[src/rtl/watch_pkg.sv]
// Constants shared by the watch RTL: mode and position codes, field and
// display widths, and the default divisors for a 50 MHz clock.
// Modules import it inside their body; port lists use scoped names.

package watch_pkg;

	// Modes, cycled in this order by the mode key
	localparam int MODE_W = 2;
	localparam logic [MODE_W-1:0] MODE_CLOCK = 2'd0;
	localparam logic [MODE_W-1:0] MODE_SETUP = 2'd1;
	localparam logic [MODE_W-1:0] MODE_ALARM = 2'd2;

	// Field selected for adjustment and blinking
	localparam int POS_W = 2;
	localparam logic [POS_W-1:0] POS_SEC  = 2'd0;
	localparam logic [POS_W-1:0] POS_MIN  = 2'd1;
	localparam logic [POS_W-1:0] POS_HOUR = 2'd2;

	localparam int FIELD_W = 6;
	localparam logic [FIELD_W-1:0] SEC_MAX  = 6'd59;
	localparam logic [FIELD_W-1:0] HOUR_MAX = 6'd23;

	localparam int DIGITS = 6;
	localparam int BCD_W  = 4;
	// Segments a..g, a in the MSB
	localparam int SEG_W  = 7;

	localparam int DEF_TICKS_PER_SEC = 50_000_000;
	localparam int DEF_SCAN_DIV      = 5_000;
	localparam int DEF_BLINK_DIV     = 12_500_000;

	// One step of a time field, back to zero past its last value
	function automatic logic [FIELD_W-1:0] field_inc(
		input logic [FIELD_W-1:0] value,
		input logic [FIELD_W-1:0] max_value
	);
		return (value >= max_value) ? '0 : value + FIELD_W'(1);
	endfunction

endpackage

[src/rtl/watch_ctrl_if.sv]
// User control state of the watch, driven by the key controller
// through the ctrl modport and read by every other block through unit.

`timescale 1ns/100ps

interface watch_ctrl_if;
	import watch_pkg::*;

	logic [MODE_W-1:0] mode;
	logic [POS_W-1:0]  position;
	// One cycle per adjust key press
	logic              adj_pulse;
	logic              alarm_en;

	modport ctrl (output mode, output position, output adj_pulse, output alarm_en);
	modport unit (input mode, input position, input adj_pulse, input alarm_en);

endinterface

[src/rtl/key_ctrl.sv]
// Key front end and control registers. Each key is synchronized,
// edge detected and registered as a one-cycle press, which then steps
// the mode, the position or the alarm enable, or becomes adj_pulse.

`timescale 1ns/100ps

module key_ctrl (
	input  logic       clk,
	input  logic       rst_n,
	input  logic       i_key_mode,
	input  logic       i_key_pos,
	input  logic       i_key_adj,
	input  logic       i_key_alarm,
	watch_ctrl_if.ctrl ctrl
);
	import watch_pkg::*;

	localparam int KEYS    = 4;
	localparam int K_MODE  = 0;
	localparam int K_POS   = 1;
	localparam int K_ADJ   = 2;
	localparam int K_ALARM = 3;

	logic [KEYS-1:0] key_in;
	logic [KEYS-1:0] key_meta;
	logic [KEYS-1:0] key_sync;
	logic [KEYS-1:0] key_prev;
	logic [KEYS-1:0] press;

	assign key_in = {i_key_alarm, i_key_adj, i_key_pos, i_key_mode};

	// ----------------------------------------------------------------------
	// Synchronizer and rising edge, press is high one cycle per key-down
	// ----------------------------------------------------------------------
	always_ff @(posedge clk or negedge rst_n) begin
		if (rst_n == 1'b0) begin
			key_meta <= '0;
			key_sync <= '0;
			key_prev <= '0;
			press    <= '0;
		end else begin
			key_meta <= key_in;
			key_sync <= key_meta;
			key_prev <= key_sync;
			press    <= key_sync & ~key_prev;
		end
	end

	// ----------------------------------------------------------------------
	// Control state
	// ----------------------------------------------------------------------
	always_ff @(posedge clk or negedge rst_n) begin
		if (rst_n == 1'b0) begin
			ctrl.mode      <= MODE_CLOCK;
			ctrl.position  <= POS_SEC;
			ctrl.alarm_en  <= 1'b0;
			ctrl.adj_pulse <= 1'b0;
		end else begin
			if (press[K_MODE])
				ctrl.mode <= (ctrl.mode == MODE_ALARM) ? MODE_CLOCK : ctrl.mode + 1'b1;
			if (press[K_POS])
				ctrl.position <= (ctrl.position == POS_HOUR) ? POS_SEC : ctrl.position + 1'b1;
			if (press[K_ALARM])
				ctrl.alarm_en <= ~ctrl.alarm_en;
			ctrl.adj_pulse <= press[K_ADJ];
		end
	end

endmodule

[src/rtl/time_keeper.sv]
// Time of day. A divider makes a one-cycle tick every TICKS_PER_SEC
// clocks while the watch runs; seconds, minutes and hours cascade on
// it. In setup mode the time stands still and adj_pulse steps the
// selected field.

`timescale 1ns/100ps

module time_keeper #(
	parameter int TICKS_PER_SEC = watch_pkg::DEF_TICKS_PER_SEC
) (
	input  logic                          clk,
	input  logic                          rst_n,
	watch_ctrl_if.unit                    ctl,
	output logic [watch_pkg::FIELD_W-1:0] o_sec,
	output logic [watch_pkg::FIELD_W-1:0] o_min,
	output logic [watch_pkg::FIELD_W-1:0] o_hour
);
	import watch_pkg::*;

	localparam int CNT_W = (TICKS_PER_SEC > 1) ? $clog2(TICKS_PER_SEC) : 1;
	localparam logic [CNT_W-1:0] CNT_LAST = CNT_W'(TICKS_PER_SEC - 1);

	logic [CNT_W-1:0] div_cnt;
	logic             tick;
	logic             running;

	assign running = (ctl.mode != MODE_SETUP);

	// Divider restarts when setup is left, so the first second is whole
	always_ff @(posedge clk or negedge rst_n) begin
		if (rst_n == 1'b0) begin
			div_cnt <= '0;
			tick    <= 1'b0;
		end else if (!running) begin
			div_cnt <= '0;
			tick    <= 1'b0;
		end else if (div_cnt == CNT_LAST) begin
			div_cnt <= '0;
			tick    <= 1'b1;
		end else begin
			div_cnt <= div_cnt + 1'b1;
			tick    <= 1'b0;
		end
	end

	always_ff @(posedge clk or negedge rst_n) begin
		if (rst_n == 1'b0) begin
			o_sec  <= '0;
			o_min  <= '0;
			o_hour <= '0;
		end else if (!running) begin
			// Setup: step one field, no carry
			if (ctl.adj_pulse) begin
				case (ctl.position)
					POS_SEC:  o_sec  <= field_inc(o_sec, SEC_MAX);
					POS_MIN:  o_min  <= field_inc(o_min, SEC_MAX);
					POS_HOUR: o_hour <= field_inc(o_hour, HOUR_MAX);
					default: ;
				endcase
			end
		end else if (tick) begin
			o_sec <= field_inc(o_sec, SEC_MAX);
			if (o_sec == SEC_MAX) begin
				o_min <= field_inc(o_min, SEC_MAX);
				if (o_min == SEC_MAX)
					o_hour <= field_inc(o_hour, HOUR_MAX);
			end
		end
	end

endmodule

[src/rtl/alarm_store.sv]
// Alarm time registers. Only in alarm mode does adj_pulse step the
// field at the selected position, each wrapping on its own.

`timescale 1ns/100ps

module alarm_store (
	input  logic                          clk,
	input  logic                          rst_n,
	watch_ctrl_if.unit                    ctl,
	output logic [watch_pkg::FIELD_W-1:0] o_sec,
	output logic [watch_pkg::FIELD_W-1:0] o_min,
	output logic [watch_pkg::FIELD_W-1:0] o_hour
);
	import watch_pkg::*;

	logic adj_en;

	assign adj_en = ctl.adj_pulse && (ctl.mode == MODE_ALARM);

	always_ff @(posedge clk or negedge rst_n) begin
		if (rst_n == 1'b0) begin
			o_sec  <= '0;
			o_min  <= '0;
			o_hour <= '0;
		end else if (adj_en) begin
			case (ctl.position)
				POS_SEC:  o_sec  <= field_inc(o_sec, SEC_MAX);
				POS_MIN:  o_min  <= field_inc(o_min, SEC_MAX);
				POS_HOUR: o_hour <= field_inc(o_hour, HOUR_MAX);
				default: ;
			endcase
		end
	end

endmodule

[src/rtl/face_logic.sv]
// Picks what the display shows and keeps the alarm flag.
// Alarm mode shows the alarm fields, the other modes the running time.
// Each field is split into tens and units for the digit bus.

`timescale 1ns/100ps

module face_logic (
	input  logic                                          clk,
	input  logic                                          rst_n,
	watch_ctrl_if.unit                                    ctl,
	input  logic [watch_pkg::FIELD_W-1:0]                 i_time_sec,
	input  logic [watch_pkg::FIELD_W-1:0]                 i_time_min,
	input  logic [watch_pkg::FIELD_W-1:0]                 i_time_hour,
	input  logic [watch_pkg::FIELD_W-1:0]                 i_alarm_sec,
	input  logic [watch_pkg::FIELD_W-1:0]                 i_alarm_min,
	input  logic [watch_pkg::FIELD_W-1:0]                 i_alarm_hour,
	output logic [watch_pkg::DIGITS*watch_pkg::BCD_W-1:0] o_digits,
	output logic                                          o_alarm
);
	import watch_pkg::*;

	logic [FIELD_W-1:0] show_sec;
	logic [FIELD_W-1:0] show_min;
	logic [FIELD_W-1:0] show_hour;
	logic               show_alarm;
	logic               match;

	function automatic logic [BCD_W-1:0] tens_of(input logic [FIELD_W-1:0] value);
		return BCD_W'(value / FIELD_W'(10));
	endfunction

	function automatic logic [BCD_W-1:0] units_of(input logic [FIELD_W-1:0] value);
		return BCD_W'(value % FIELD_W'(10));
	endfunction

	assign show_alarm = (ctl.mode == MODE_ALARM);
	assign show_sec   = show_alarm ? i_alarm_sec : i_time_sec;
	assign show_min   = show_alarm ? i_alarm_min : i_time_min;
	assign show_hour  = show_alarm ? i_alarm_hour : i_time_hour;

	// Digit 0 sits in the low nibble
	assign o_digits = {tens_of(show_hour), units_of(show_hour),
		tens_of(show_min), units_of(show_min),
		tens_of(show_sec), units_of(show_sec)};

	assign match = (i_time_sec == i_alarm_sec) && (i_time_min == i_alarm_min) &&
		(i_time_hour == i_alarm_hour);

	// Latches on a match, held until the alarm is disabled
	always_ff @(posedge clk or negedge rst_n) begin
		if (rst_n == 1'b0)
			o_alarm <= 1'b0;
		else
			o_alarm <= ctl.alarm_en & (o_alarm | match);
	end

endmodule

[src/rtl/seg_scan.sv]
// Display scanner. Steps one active-low enable across the six digits,
// decodes the current digit to segments and shows the mode code on the
// decimal points of digits 0 and 1. Outside clock mode the selected
// pair blinks. All outputs are registered.

`timescale 1ns/100ps

module seg_scan #(
	parameter int SCAN_DIV  = watch_pkg::DEF_SCAN_DIV,
	parameter int BLINK_DIV = watch_pkg::DEF_BLINK_DIV
) (
	input  logic                                          clk,
	input  logic                                          rst_n,
	watch_ctrl_if.unit                                    ctl,
	input  logic [watch_pkg::DIGITS*watch_pkg::BCD_W-1:0] i_digits,
	output logic [watch_pkg::DIGITS-1:0]                  o_seg_enb,
	output logic [watch_pkg::SEG_W-1:0]                   o_seg,
	output logic                                          o_seg_dp
);
	import watch_pkg::*;

	localparam int SCAN_W  = (SCAN_DIV > 1) ? $clog2(SCAN_DIV) : 1;
	localparam int BLINK_W = (BLINK_DIV > 1) ? $clog2(BLINK_DIV) : 1;
	localparam int IDX_W   = $clog2(DIGITS);
	localparam logic [SCAN_W-1:0]  SCAN_LAST  = SCAN_W'(SCAN_DIV - 1);
	localparam logic [BLINK_W-1:0] BLINK_LAST = BLINK_W'(BLINK_DIV - 1);
	localparam logic [IDX_W-1:0]   IDX_LAST   = IDX_W'(DIGITS - 1);

	logic [SCAN_W-1:0]  scan_cnt;
	logic [BLINK_W-1:0] blink_cnt;
	logic [IDX_W-1:0]   idx;
	logic               blink;
	logic [BCD_W-1:0]   cur_digit;
	logic               pair_off;
	logic [DIGITS-1:0]  enb_next;
	logic [SEG_W-1:0]   seg_next;
	logic               dp_next;

	// ----------------------------------------------------------------------
	// Scan index and blink phase
	// ----------------------------------------------------------------------
	always_ff @(posedge clk or negedge rst_n) begin
		if (rst_n == 1'b0) begin
			scan_cnt  <= '0;
			idx       <= '0;
			blink_cnt <= '0;
			blink     <= 1'b0;
		end else begin
			if (scan_cnt == SCAN_LAST) begin
				scan_cnt <= '0;
				idx      <= (idx == IDX_LAST) ? '0 : idx + 1'b1;
			end else begin
				scan_cnt <= scan_cnt + 1'b1;
			end
			if (blink_cnt == BLINK_LAST) begin
				blink_cnt <= '0;
				blink     <= ~blink;
			end else begin
				blink_cnt <= blink_cnt + 1'b1;
			end
		end
	end

	// ----------------------------------------------------------------------
	// Next outputs for the current slot
	// ----------------------------------------------------------------------
	assign cur_digit = i_digits[int'(idx)*BCD_W +: BCD_W];

	// Digits 2k and 2k+1 form the pair of position k
	assign pair_off = blink && (ctl.mode != MODE_CLOCK) && (POS_W'(idx >> 1) == ctl.position);
	assign enb_next = pair_off ? '1 : ~(DIGITS'(1) << idx);

	always_comb begin
		case (cur_digit)
			4'd0:    seg_next = 7'b111_1110;
			4'd1:    seg_next = 7'b011_0000;
			4'd2:    seg_next = 7'b110_1101;
			4'd3:    seg_next = 7'b111_1001;
			4'd4:    seg_next = 7'b011_0011;
			4'd5:    seg_next = 7'b101_1011;
			4'd6:    seg_next = 7'b101_1111;
			4'd7:    seg_next = 7'b111_0000;
			4'd8:    seg_next = 7'b111_1111;
			4'd9:    seg_next = 7'b111_0011;
			default: seg_next = 7'b000_0000;
		endcase
	end

	always_comb begin
		case (idx)
			3'd0:    dp_next = ctl.mode[0];
			3'd1:    dp_next = ctl.mode[1];
			default: dp_next = 1'b0;
		endcase
	end

	always_ff @(posedge clk or negedge rst_n) begin
		if (rst_n == 1'b0) begin
			o_seg_enb <= ~DIGITS'(1);
			o_seg     <= '0;
			o_seg_dp  <= 1'b0;
		end else begin
			o_seg_enb <= enb_next;
			o_seg     <= seg_next;
			o_seg_dp  <= dp_next;
		end
	end

endmodule

[src/rtl/watch_top.sv]
// Top level of the hour:minute:second watch with one daily alarm.
// Four level keys in, a scanned six-digit seven-segment display and
// an alarm level out. The divisors are parameters so a simulation
// can run with short seconds.

`timescale 1ns/100ps

module watch_top #(
	parameter int TICKS_PER_SEC = watch_pkg::DEF_TICKS_PER_SEC,
	parameter int SCAN_DIV      = watch_pkg::DEF_SCAN_DIV,
	parameter int BLINK_DIV     = watch_pkg::DEF_BLINK_DIV
) (
	input  logic                          clk,
	input  logic                          rst_n,
	input  logic                          i_key_mode,
	input  logic                          i_key_pos,
	input  logic                          i_key_adj,
	input  logic                          i_key_alarm,
	output logic [watch_pkg::DIGITS-1:0]  o_seg_enb,
	output logic [watch_pkg::SEG_W-1:0]   o_seg,
	output logic                          o_seg_dp,
	output logic                          o_alarm
);
	import watch_pkg::*;

	logic [FIELD_W-1:0]      time_sec;
	logic [FIELD_W-1:0]      time_min;
	logic [FIELD_W-1:0]      time_hour;
	logic [FIELD_W-1:0]      alarm_sec;
	logic [FIELD_W-1:0]      alarm_min;
	logic [FIELD_W-1:0]      alarm_hour;
	logic [DIGITS*BCD_W-1:0] digits;

	watch_ctrl_if ctrl_bus ();

	key_ctrl key_ctrl_i (
		.clk         (clk),
		.rst_n       (rst_n),
		.i_key_mode  (i_key_mode),
		.i_key_pos   (i_key_pos),
		.i_key_adj   (i_key_adj),
		.i_key_alarm (i_key_alarm),
		.ctrl        (ctrl_bus.ctrl)
	);

	time_keeper #(.TICKS_PER_SEC(TICKS_PER_SEC)) time_keeper_i (
		.clk    (clk),
		.rst_n  (rst_n),
		.ctl    (ctrl_bus.unit),
		.o_sec  (time_sec),
		.o_min  (time_min),
		.o_hour (time_hour)
	);

	alarm_store alarm_store_i (
		.clk    (clk),
		.rst_n  (rst_n),
		.ctl    (ctrl_bus.unit),
		.o_sec  (alarm_sec),
		.o_min  (alarm_min),
		.o_hour (alarm_hour)
	);

	face_logic face_logic_i (
		.clk          (clk),
		.rst_n        (rst_n),
		.ctl          (ctrl_bus.unit),
		.i_time_sec   (time_sec),
		.i_time_min   (time_min),
		.i_time_hour  (time_hour),
		.i_alarm_sec  (alarm_sec),
		.i_alarm_min  (alarm_min),
		.i_alarm_hour (alarm_hour),
		.o_digits     (digits),
		.o_alarm      (o_alarm)
	);

	seg_scan #(.SCAN_DIV(SCAN_DIV), .BLINK_DIV(BLINK_DIV)) seg_scan_i (
		.clk       (clk),
		.rst_n     (rst_n),
		.ctl       (ctrl_bus.unit),
		.i_digits  (digits),
		.o_seg_enb (o_seg_enb),
		.o_seg     (o_seg),
		.o_seg_dp  (o_seg_dp)
	);

endmodule

[config.mk]
export PLATFORM = sky130hd
export DESIGN_NAME = watch_top
export DESIGN_NICKNAME = d
export VERILOG_FILES = /design/src/rtl/watch_pkg.sv /design/src/rtl/watch_ctrl_if.sv /design/src/rtl/key_ctrl.sv /design/src/rtl/time_keeper.sv /design/src/rtl/alarm_store.sv /design/src/rtl/face_logic.sv /design/src/rtl/seg_scan.sv /design/src/rtl/watch_top.sv
export SDC_FILE = /design/constraint.sdc
export NUM_CORES = 1
export LEC_CHECK = 0
export BUFFER_PORTS_ARGS = -buffer_cell sky130_fd_sc_hd__buf_4
export CAP_MARGIN = 20
export CORE_MARGIN = 10
export CORE_UTILIZATION = 35
export CTS_CLUSTER_SIZE = 10
export DETAILED_ROUTE_END_ITERATION = 10
export PLACE_DENSITY = 0.47
export SETUP_SLACK_MARGIN = 0.05
export SYNTH_ARGS = -nofsm -noshare
export SYNTH_HDL_FRONTEND = slang
export SYNTH_SLANG_ARGS = --single-unit
[constraint.sdc]
create_clock -name clk -period 8.85 [get_ports clk]
set_input_delay 0.4425 -clock clk [delete_from_list [all_inputs] [get_ports clk]]
set_output_delay 0.4425 -clock clk [all_outputs]
set_load 0.01 [all_outputs]
# == Yosys cells after proc, flatten, opt, wreduce, memory -nomap -nowiden ==
# Memory sizes are Yosys's and may differ from the RTL's. A register that Yosys moved wholly into a read port is not among the register bits.
# Index checks and enable logic that the tools add are counted.
# totals
regBits,134
elab_cells,129
romBits,112
mem_count,1
# classes
muxes,35
eq_ne,18
n_div,6
n_reduce_logical,19
n_addsub,12
n_lt_le_gt_ge,6
bitwise,7
shifts,2
# mem_list
name,words,width,read_ports,rd_clocked_by_memory_dff,wr,line_no,source
(name not given),16,7,1,1,0,seg_scan.sv:74,case (cur_digit)
# op_table
operator,count
6-bit two-way mux,25
26-bit two-way mux,2
"6-bit by 1-bit adder with 6-bit output, second input constant",6
"26-bit by 1-bit adder with 26-bit output, second input constant",1
"26-bit == test, second input constant",1
"24-bit by 1-bit adder with 24-bit output, second input constant",1
"24-bit == test, second input constant",1
"6-bit >= comparator, second input constant",4
24-bit two-way mux,1
24-bit by 6-bit variable part select with 4-bit output,1
"6-bit by 4-bit divider with 6-bit output, second input constant",3
6-bit == test,3
"6-bit by 4-bit modulo with 6-bit output, second input constant",3
"13-bit by 1-bit adder with 13-bit output, second input constant",1
"13-bit == test, second input constant",1
13-bit two-way mux,1
"6-bit == test, second input constant",2
"6-bit by 5-bit >= comparator with 1-bit output, second input constant",2
2-bit nonzero test,5
6-bit NOT,1
2-bit AND reduction,3
"1-bit by 3-bit << shifter with 6-bit output, first input constant",1
1-bit logical AND,5
5-bit AND reduction,1
other kinds (23),30

# == Longest topological paths before layout ==
# Gate-level depths: netlist (run 1).
# depth
depth_word,6
depth_mapped,18

# == Hierarchy ==
# From an unflattened synthesis (run 1), not the netlist that was laid out.
# hier_totals
hier_cells,832
hier_area_um2,8242.9
# modules_own_cells
mod,cells_per_inst,instances,area_per_inst_um2
seg_scan,265,1,2834.0
time_keeper,243,1,2373.5
face_logic,191,1,1407.6
alarm_store,98,1,978.4
key_ctrl,35,1,649.4

# == Worst setup path before layout (run 1) ==
# No wires, ideal clock.
# synth_path
path_type,register to register
start,register key_ctrl_i.ctrl.mode[0]
end,register seg_scan_i.o_seg[6] (netlist bit)
path_stages_with_launch,18
path_buffers,2
path_slack_ns,5.252
t_arrival_ns,3.515
period_less_slack_ns,3.598
path_cell_list,dfrtp_1 -> nand2b_1 -> buf_6 -> buf_6 -> mux2_4 -> a21oi_1 -> ha_1 -> nor4b_1 -> mux2i_1 -> mux2i_1 -> a211oi_4 -> a21oi_2 -> o21ai_0 -> and3_1 -> o31a_1 -> ha_1 -> mux2_2 -> o21ai_0
# synth_between
elab_chain_cells,4
elab_cells_between_ends,11
cone_classes,div: 6; eq/ne: 1; shift: 1; mux: 3
# synth_rtl
element,line_no,source
from (decl),watch_ctrl_if.sv:15,"modport ctrl (output mode, output position, output adj_pulse, output alarm_en);"
from (signal assigned),key_ctrl.sv:60,ctrl.mode <= (ctrl.mode == MODE_ALARM) ? MODE_CLOCK : ctrl.mode + 1'b1;
2-bit == test *,face_logic.sv:36,assign show_alarm = (ctl.mode == MODE_ALARM);
"6-bit two-way mux, on equally long branches","face_logic.sv:37, face_logic.sv:38, face_logic.sv:39",
6-bit by 4-bit modulo with 6-bit output or 6-bit by 4-bit divider with 6-bit output (tied branches),"face_logic.sv:33, face_logic.sv:29",
24-bit by 6-bit variable part select with 4-bit output *,seg_scan.sv:67,assign cur_digit = i_digits[int'(idx)*BCD_W +: BCD_W];
to (decl),seg_scan.sv:17,"output logic [watch_pkg::SEG_W-1:0] o_seg,"
# Mark *: on every way between the ends. The rest lies on a longest branch, timed or not.
# A chain may end at the register's enable or synchronous reset.

# == Worst setup path in the final report (run 1) ==
# Ends and elaborated chain as after synthesis.

==> out/metrics.cfg, run 1 <==
[setup_path]
r2r_end=seg_scan_i.o_seg[6]
r2r_slack_ns=4.02
worstPathArrival_ns=5.18
worstSetupEndpoint=seg_scan_i.o_seg[6]
r2r_cells=15
cp-start-kind=flip-flop
critPathCaptureType=flip-flop
cp.required_ns=9.19
crit_type=flip-flop to flip-flop
crit_path_max_fanout=42
worstReg2RegStart=key_ctrl_i.ctrl.mode[0]
critPathLaunch=key_ctrl_i.ctrl.mode[0]

[logic_synthesis]
synth_ff_type=dfrtp_1
syn_nets=872
synth_area_sq_mm=0.00798
syn-mean-instance-area_sq_um=9.47
synth.distinct_cells=74
ys_seq_area_share_pct=44.3
syn_inst=843
synthArstFlopShare_pct=100
synth_seq_cells=141
yosysWarningCount=0
synth_edf_count=0

[hold_path]
hp-class=primary input to asynchronous set/reset pin

[clock_network]
hold_buffers=0
insertion_delay_ns=0.43
cts_buffer_depth=2
ctsResizeCount=0
post_cts.repair.setup_buffers=0
tritoncts=done
path_clk_slew_ns=0.07
cts_sinks=141
cts_max_level=4
cts-buffers-inserted=17
clock-root-buffer=clkbuf_16

[sta]
finalCriticalPeriod_ns=4.83
finalMaxSlewViolations=0
rsz0062_at_grt=no
max_freq_mhz=207
hold_violations=0
fin_crit_sh_pct=54.6
fin_setup_tns_ns=0
setup_viol=0
finClkSkew_ns=0.00821
worst_pin_slew_ns=0.964
slew_headroom_pct=34.9

[placed_design]
dp_hpwl_mm=12.9
gp_congestion=0.826
dp.cells=1112
dpl-instance-area_sq_mm=0.00832
io_buffers=20

[detailed_routing]
vias_per_cell=5.37
postRouteWirelength_mm=18.4
first_pass_iters=5
drtIter0Drc=381
drtAntennaViolNets=0
avgRoutedWirePerCell_um=16.1
drc=0
via_count=6148

[floorplanning]
num_io_pins=21
dieHeight_um=171
row_count=55
die-area_sq_mm=0.0292
die_w_um=171
core_area_sq_mm=0.0226
start_util_pct=35.4

[layout]
diodes=0
nNetsFinal=875
final_cell_area_sq_mm=0.00894
area_growth_syn_to_layout_pct=12.0
final_cells=1144
filler_cell_count=2250
drive_above_1_share_pct=10.7

[global_route]
antenna_found_initial=0
grt_pass1_wl_mm=31.1
grt_start_max_net_pins=75
grt.overflow.total=0
grtUsageTotal_pct=13.2
grt_pass1_vias=6059

[run_status]
outcome=completed

[power_and_ir_drop]
power_density_mw_per_mm2=220
peakVddDrop_mv=0.118
leakage_uw=0.00393

[job]
maxCapViolCount=0

## cells in the final DEF, fill, tap and decap left out, types with 7 or more instances in the layout
cell type  Yosys  layout
dfrtp_1      136     136
nor2_1        93      93
nand2_1       72      72
nand3_1       50      50
xor2_1        48      48
o21ai_0       47      47
xnor2_1       33      33
a21oi_1       26      26
inv_1         24      24
and3_1        24      24
ha_1          23      23
buf_4          1      22
nor2b_1       17      17
clkbuf_16      0      17
mux2i_1       16      16
nor3_1        15      15
nand2b_1      14      13
mux2_2        13      13
nand4_1       11      11
o31ai_1        9       9
and2_1         8       8
nor4_1         7       7
## flip-flops by register name, summed over array words and instances, names as in the netlist, 2 cells and up
name,count
seg_scan_i.idx,3
key_ctrl_i.key_meta,4
seg_scan_i.o_seg_enb,6
seg_scan_i.scan_cnt,13
time_keeper_i.o_min,6
key_ctrl_i.ctrl.mode,2
key_ctrl_i.press,4
alarm_store_i.o_min,6
time_keeper_i.o_hour,6
key_ctrl_i.ctrl.position,2
key_ctrl_i.key_prev,4
time_keeper_i.div_cnt,26
alarm_store_i.o_sec,6
key_ctrl_i.key_sync,4
seg_scan_i.o_seg,7
alarm_store_i.o_hour,6
seg_scan_i.blink_cnt,24
time_keeper_i.o_sec,6
## per-layer routing
layer	routed length (um)	share of wire, %	global-route usage, %	up-vias
met3	722	3.9	3.23	30
met2	8740	48	21.3	113
met4	456	2.5	5.10	0
met5	0	0	0	-
met1	8480	46	16.5	3031
li1	-	-	-	2974
## per-stage QoR
| step | setup slack (ns) | hold slack (ns) | total power (uW) | util [%] |
|---|---|---|---|---|
| finish | 4.02 | 0.0318 | 1970 | 39.6 |
| global route | 3.65 | 0.0851 | 2090 | 39.6 |
| CTS | 4.11 | 0.0505 | 2000 | 39.6 |
| detailed placement | 4.13 | 0.337 | 1220 | 36.9 |
| global placement | 4.32 | 0.338 | 1210 | 36.9 |
| floorplan | 5.25 | 0.147 | 1100 | - |
## worst min path at each step
stage | slack [ns] | end | depth (start not counted) | from
floorplan | 0.15 | alarm_store_i.o_hour[0] | 0 | rst_n
global placement | 0.34 | key_ctrl_i.key_sync[2] | 0 | key_ctrl_i.key_meta[2]
detailed placement | 0.34 | key_ctrl_i.key_sync[2] | 0 | key_ctrl_i.key_meta[2]
CTS | 0.05 | alarm_store_i.o_hour[5] | 1 | rst_n
global route | 0.09 | alarm_store_i.o_hour[2] | 1 | rst_n
finish | 0.03 | time_keeper_i.o_hour[5] | 1 | rst_n
## synthesized netlist by cell type, drive strengths merged, types with 4 or more instances
library cell	number	share of area, %
mux2i	17	2.3
o41ai	4	0.53
xor2	48	5.3
a21oi	27	1.7
dfrtp	136	43
nand3	50	3.1
nor4b	5	0.55
mux2	15	2.2
o21a	5	0.47
o211ai	5	0.47
nor2	93	4.4
nor4	7	0.55
nand4	11	0.86
ha	23	3.6
dfstp	5	1.6
a41oi	4	0.44
or3	6	0.47
nor4bb	4	0.50
nor2b	17	1.3
nand3b	6	0.56
a21o	6	0.56
nand2b	14	1.1
and3	24	1.9
inv	24	1.1
a211oi	5	0.63
a31oi	7	0.63
xnor2	33	3.6
buf	13	1.2
nand2	72	3.4
and2	8	0.63
clkbuf	26	1.3
o31ai	9	0.85
nor3	15	0.94
o21ai	51	3.2
## area by class of cell
type                       count  area [sq um]  share of cell area (%)
clock buffer                  17           425                    4.76
tap                          285           357                    3.99
sequential                   141          3530                    39.5
timing repair buffer          23           176                    1.97
clock inverter                15           194                    2.17
multi-input combinational    639          4160                    46.6
inverter                      24          90.1                    1.01
## critical path, cell delays in order (launching register included)
cell	delay (ns)
dfrtp_1	0.52
nand2b_2	0.81
mux2i_4	0.47
a21oi_1	0.16
ha_1	0.27
nor4b_1	0.16
mux2i_1	0.20
mux2i_1	0.14
a211oi_4	0.34
a21oi_2	0.13
or3_1	0.36
and3_1	0.18
o31a_1	0.37
ha_1	0.23
mux2_2	0.26
o21ai_0	0.15
## cell families after synthesis
group | synth area share [%]
mux | 4.78
flops | 44.3
xor+xnor | 8.89
fa+ha+maj | 3.86
buf+inv | 3.59
simple gates | 21.7
compound gates | 12.9
## power breakdown
part / leakage, uW / internal [uW] / switching (uW) / total, uW
logic: 0.00180 / 186 / 234 / 421
clock network: 0.000299 / 432 / 325 / 757
registers: 0.00184 / 703 / 87.9 / 791
total: 0.00393 / 1320 / 647 / 1970
Note: power is estimated with default switching activity, not from simulation.
==> inputs of run 2 (changes only) <==
==> constraint.sdc (replaced) <==
create_clock -name clk -period 4.5 [get_ports clk]
set_input_delay 0.225 -clock clk [delete_from_list [all_inputs] [get_ports clk]]
set_output_delay 0.225 -clock clk [all_outputs]
set_load 0.01 [all_outputs]
==> out/metrics.cfg, run 2 (synthesis gave the netlist of run 1 again) <==
[run_status]
outcome=completed

[hold_path]
hp-class=flip-flop to flip-flop

[sta]
finClkSkew_ns=0.0145  ; +0.00630 ns
rsz0062_at_grt=no
finalCriticalPeriod_ns=4.01  ; -0.823 ns
fin_crit_sh_pct=89.1  ; +35 points
finalMaxSlewViolations=0  ; unchanged
worst_pin_slew_ns=0.964  ; +0.000271 ns
fin_setup_tns_ns=0  ; unchanged
max_freq_mhz=249  ; +21%
slew_headroom_pct=34.9  ; about the same
hold_slack_ns=0.356  ; +0.324 ns
hold_violations=0  ; unchanged
setup_viol=0  ; unchanged

[clock_network]
cts_sinks=141  ; unchanged
cts_buffer_depth=2  ; unchanged
cts-buffers-inserted=17  ; unchanged
tritoncts=done
insertion_delay_ns=0.42  ; about the same
path_clk_slew_ns=0.07  ; about the same
post_cts.repair.setup_buffers=0  ; unchanged
clock-root-buffer=clkbuf_16
ctsResizeCount=0  ; unchanged
cts_max_level=4  ; unchanged

[power_and_ir_drop]
combPwrFrac_pct=21.9  ; +0.5 points
power_frac_clock_pct=38.7  ; +0.2 points
seq_power_share_pct=39.5  ; -0.7 points
power.switching_uw=1240  ; +91%
leakage_uw=0.00399  ; +1.5%
internal-power_uw=2660  ; +100%
power.share.switching_pct=31.8  ; -1.1 points
peakVddDrop_mv=0.259  ; +120%
power_density_mw_per_mm2=431  ; +96%

[global_route]
antenna_found_initial=1  ; +1
grt.overflow.total=0  ; unchanged
grt_pass1_wl_mm=31.0  ; -0.40%
grt_pass1_vias=6107  ; +0.79%
grtUsageTotal_pct=13.0  ; -0.11 points
grt_start_max_net_pins=105  ; +40%

[detailed_routing]
drtIter0Drc=547  ; +44%
via_count=6144  ; -0.065%
drc=0  ; unchanged
vias_per_cell=5.31  ; -1.1%
drtAntennaViolNets=0  ; unchanged
first_pass_iters=5  ; unchanged
postRouteWirelength_mm=18.4  ; -0.15%
avgRoutedWirePerCell_um=15.9  ; -1.2%

[layout]
drive_above_1_share_pct=11.3  ; +0.54 points
nNetsFinal=887  ; +1.4%
diodes=0  ; unchanged
reg.largest.list=time_keeper_i.div_cnt: 26 flops, seg_scan_i.blink_cnt: 24 flops, seg_scan_i.scan_cnt: 13 flops
final_cell_mix=dfrtp_1, nor2_1, nand2_1
final_cell_area_sq_mm=0.00905  ; +1.3%
area_growth_syn_to_layout_pct=13.4
final_common_cell=dfrtp_1
largest-register=time_keeper_i.div_cnt
largest_reg_flops=26  ; unchanged
final_cells=1156  ; +1.0%

[floorplanning]
core_area_sq_mm=0.0226  ; unchanged
start_util_pct=35.4  ; unchanged
num_io_pins=21  ; unchanged
die-area_sq_mm=0.0292  ; unchanged
row_count=55  ; unchanged
die_w_um=171  ; unchanged
dieHeight_um=171  ; unchanged

[setup_path]
cp_slowest_stage_delay_ns=0.46  ; -0.35 ns
slowest_stage=a31oi_2
path_cells=nand2b_2 -> buf_4 -> a31oi_1 -> a21boi_0 -> ha_1 -> a311oi_1 -> o211ai_1 -> a21oi_1 -> ha_1 -> nand2_1 -> a21o_1 -> a31oi_2 -> mux2_2 -> o21ai_0
critical_path.top_delay_family=compound AO/OA/AOI/OAI gates
crit_path_max_fanout=17  ; -60%
cp-start-kind=flip-flop
crit_type=flip-flop to flip-flop
critPathBufInv=1  ; +1
cp_common_cell=ha_1
worstPathArrival_ns=4.34  ; -0.84 ns
critPathCaptureType=flip-flop
cp.required_ns=4.83  ; -4.36 ns

[placed_design]
dpl-instance-area_sq_mm=0.00837  ; +0.63%
dp_hpwl_mm=13.1  ; +1.4%
dp.cells=1119  ; +0.63%
io_buffers=20  ; unchanged
gp_congestion=0.864  ; +4.6%

[job]
maxCapViolCount=0  ; unchanged

-- run 2: repair_timing --
item / CTS / global route
hold endpoints to repair: 49 / 0
hold buffers: 5 / 0
endpoints found under the setup margin: 0 / 0
-- run 2: worst reg2reg max path: stages (launching register included) --
cell	delay, ns
dfrtp_1	0.37
nand2b_2	0.30
buf_4	0.26
a31oi_1	0.39
a21boi_0	0.35
ha_1	0.27
a311oi_1	0.10
o211ai_1	0.18
a21oi_1	0.16
ha_1	0.34
nand2_1	0.05
a21o_1	0.16
a31oi_2	0.46
mux2_2	0.40
o21ai_0	0.14
-- run 2: cell type report --
type | instances | area [sq um]
clock inverter | 14 | 200
timing repair buffer | 35 | 279
clock buffer | 18 | 429
fill | 2220 | 13500
sequential | 141 | 3530
multi-input combinational | 639 | 4160
tap | 285 | 357
inverter | 24 | 90.1
-- run 2: final timing paths --
kind,startpoint,to,slack [ns],depth (start not counted)
setup / recovery,key_ctrl_i.ctrl.mode[0],seg_scan_i.o_seg[6],0.49,14
hold / removal,key_ctrl_i.key_meta[2],key_ctrl_i.key_sync[2],0.36,0
setup reg to reg,key_ctrl_i.ctrl.mode[0],seg_scan_i.o_seg[6],0.49,14
hold reg to reg,key_ctrl_i.key_meta[2],key_ctrl_i.key_sync[2],0.36,0
max in group asynchronous,rst_n,key_ctrl_i.ctrl.position[1],2.89,3
min in group asynchronous,rst_n,time_keeper_i.o_hour[0],0.50,2
-- run 2: metrics by stage --
stage	worst slack [ns]	total power, uW	util, %
detailed placement	0.546	2420	37.1
global placement	0.690	2390	37.1
floorplan	0.902	2160	-
global route	0.143	4140	40.1
finish	0.489	3900	40.1
CTS	0.504	3960	40.1
-- run 2: power by group through the flow --
stage          Combinational (uW)  Clock (uW)  Sequential [uW]
2_1_floorplan                 656           0             1510
3_3_place_gp                  834           0             1560
3_5_place_dp                  857           0             1560
4_1_cts                       867        1560             1540
5_1_grt                       973        1610             1560
6_report                      853        1510             1540
-- run 2: per-layer routing --
layer,vias to the layer above,global-route usage (%),wire (um)
met5,-,0,0
met4,0,3.89,240
met3,18,3.13,692
met2,95,21.6,8810
met1,3017,16.4,8630
li1,3014,-,-
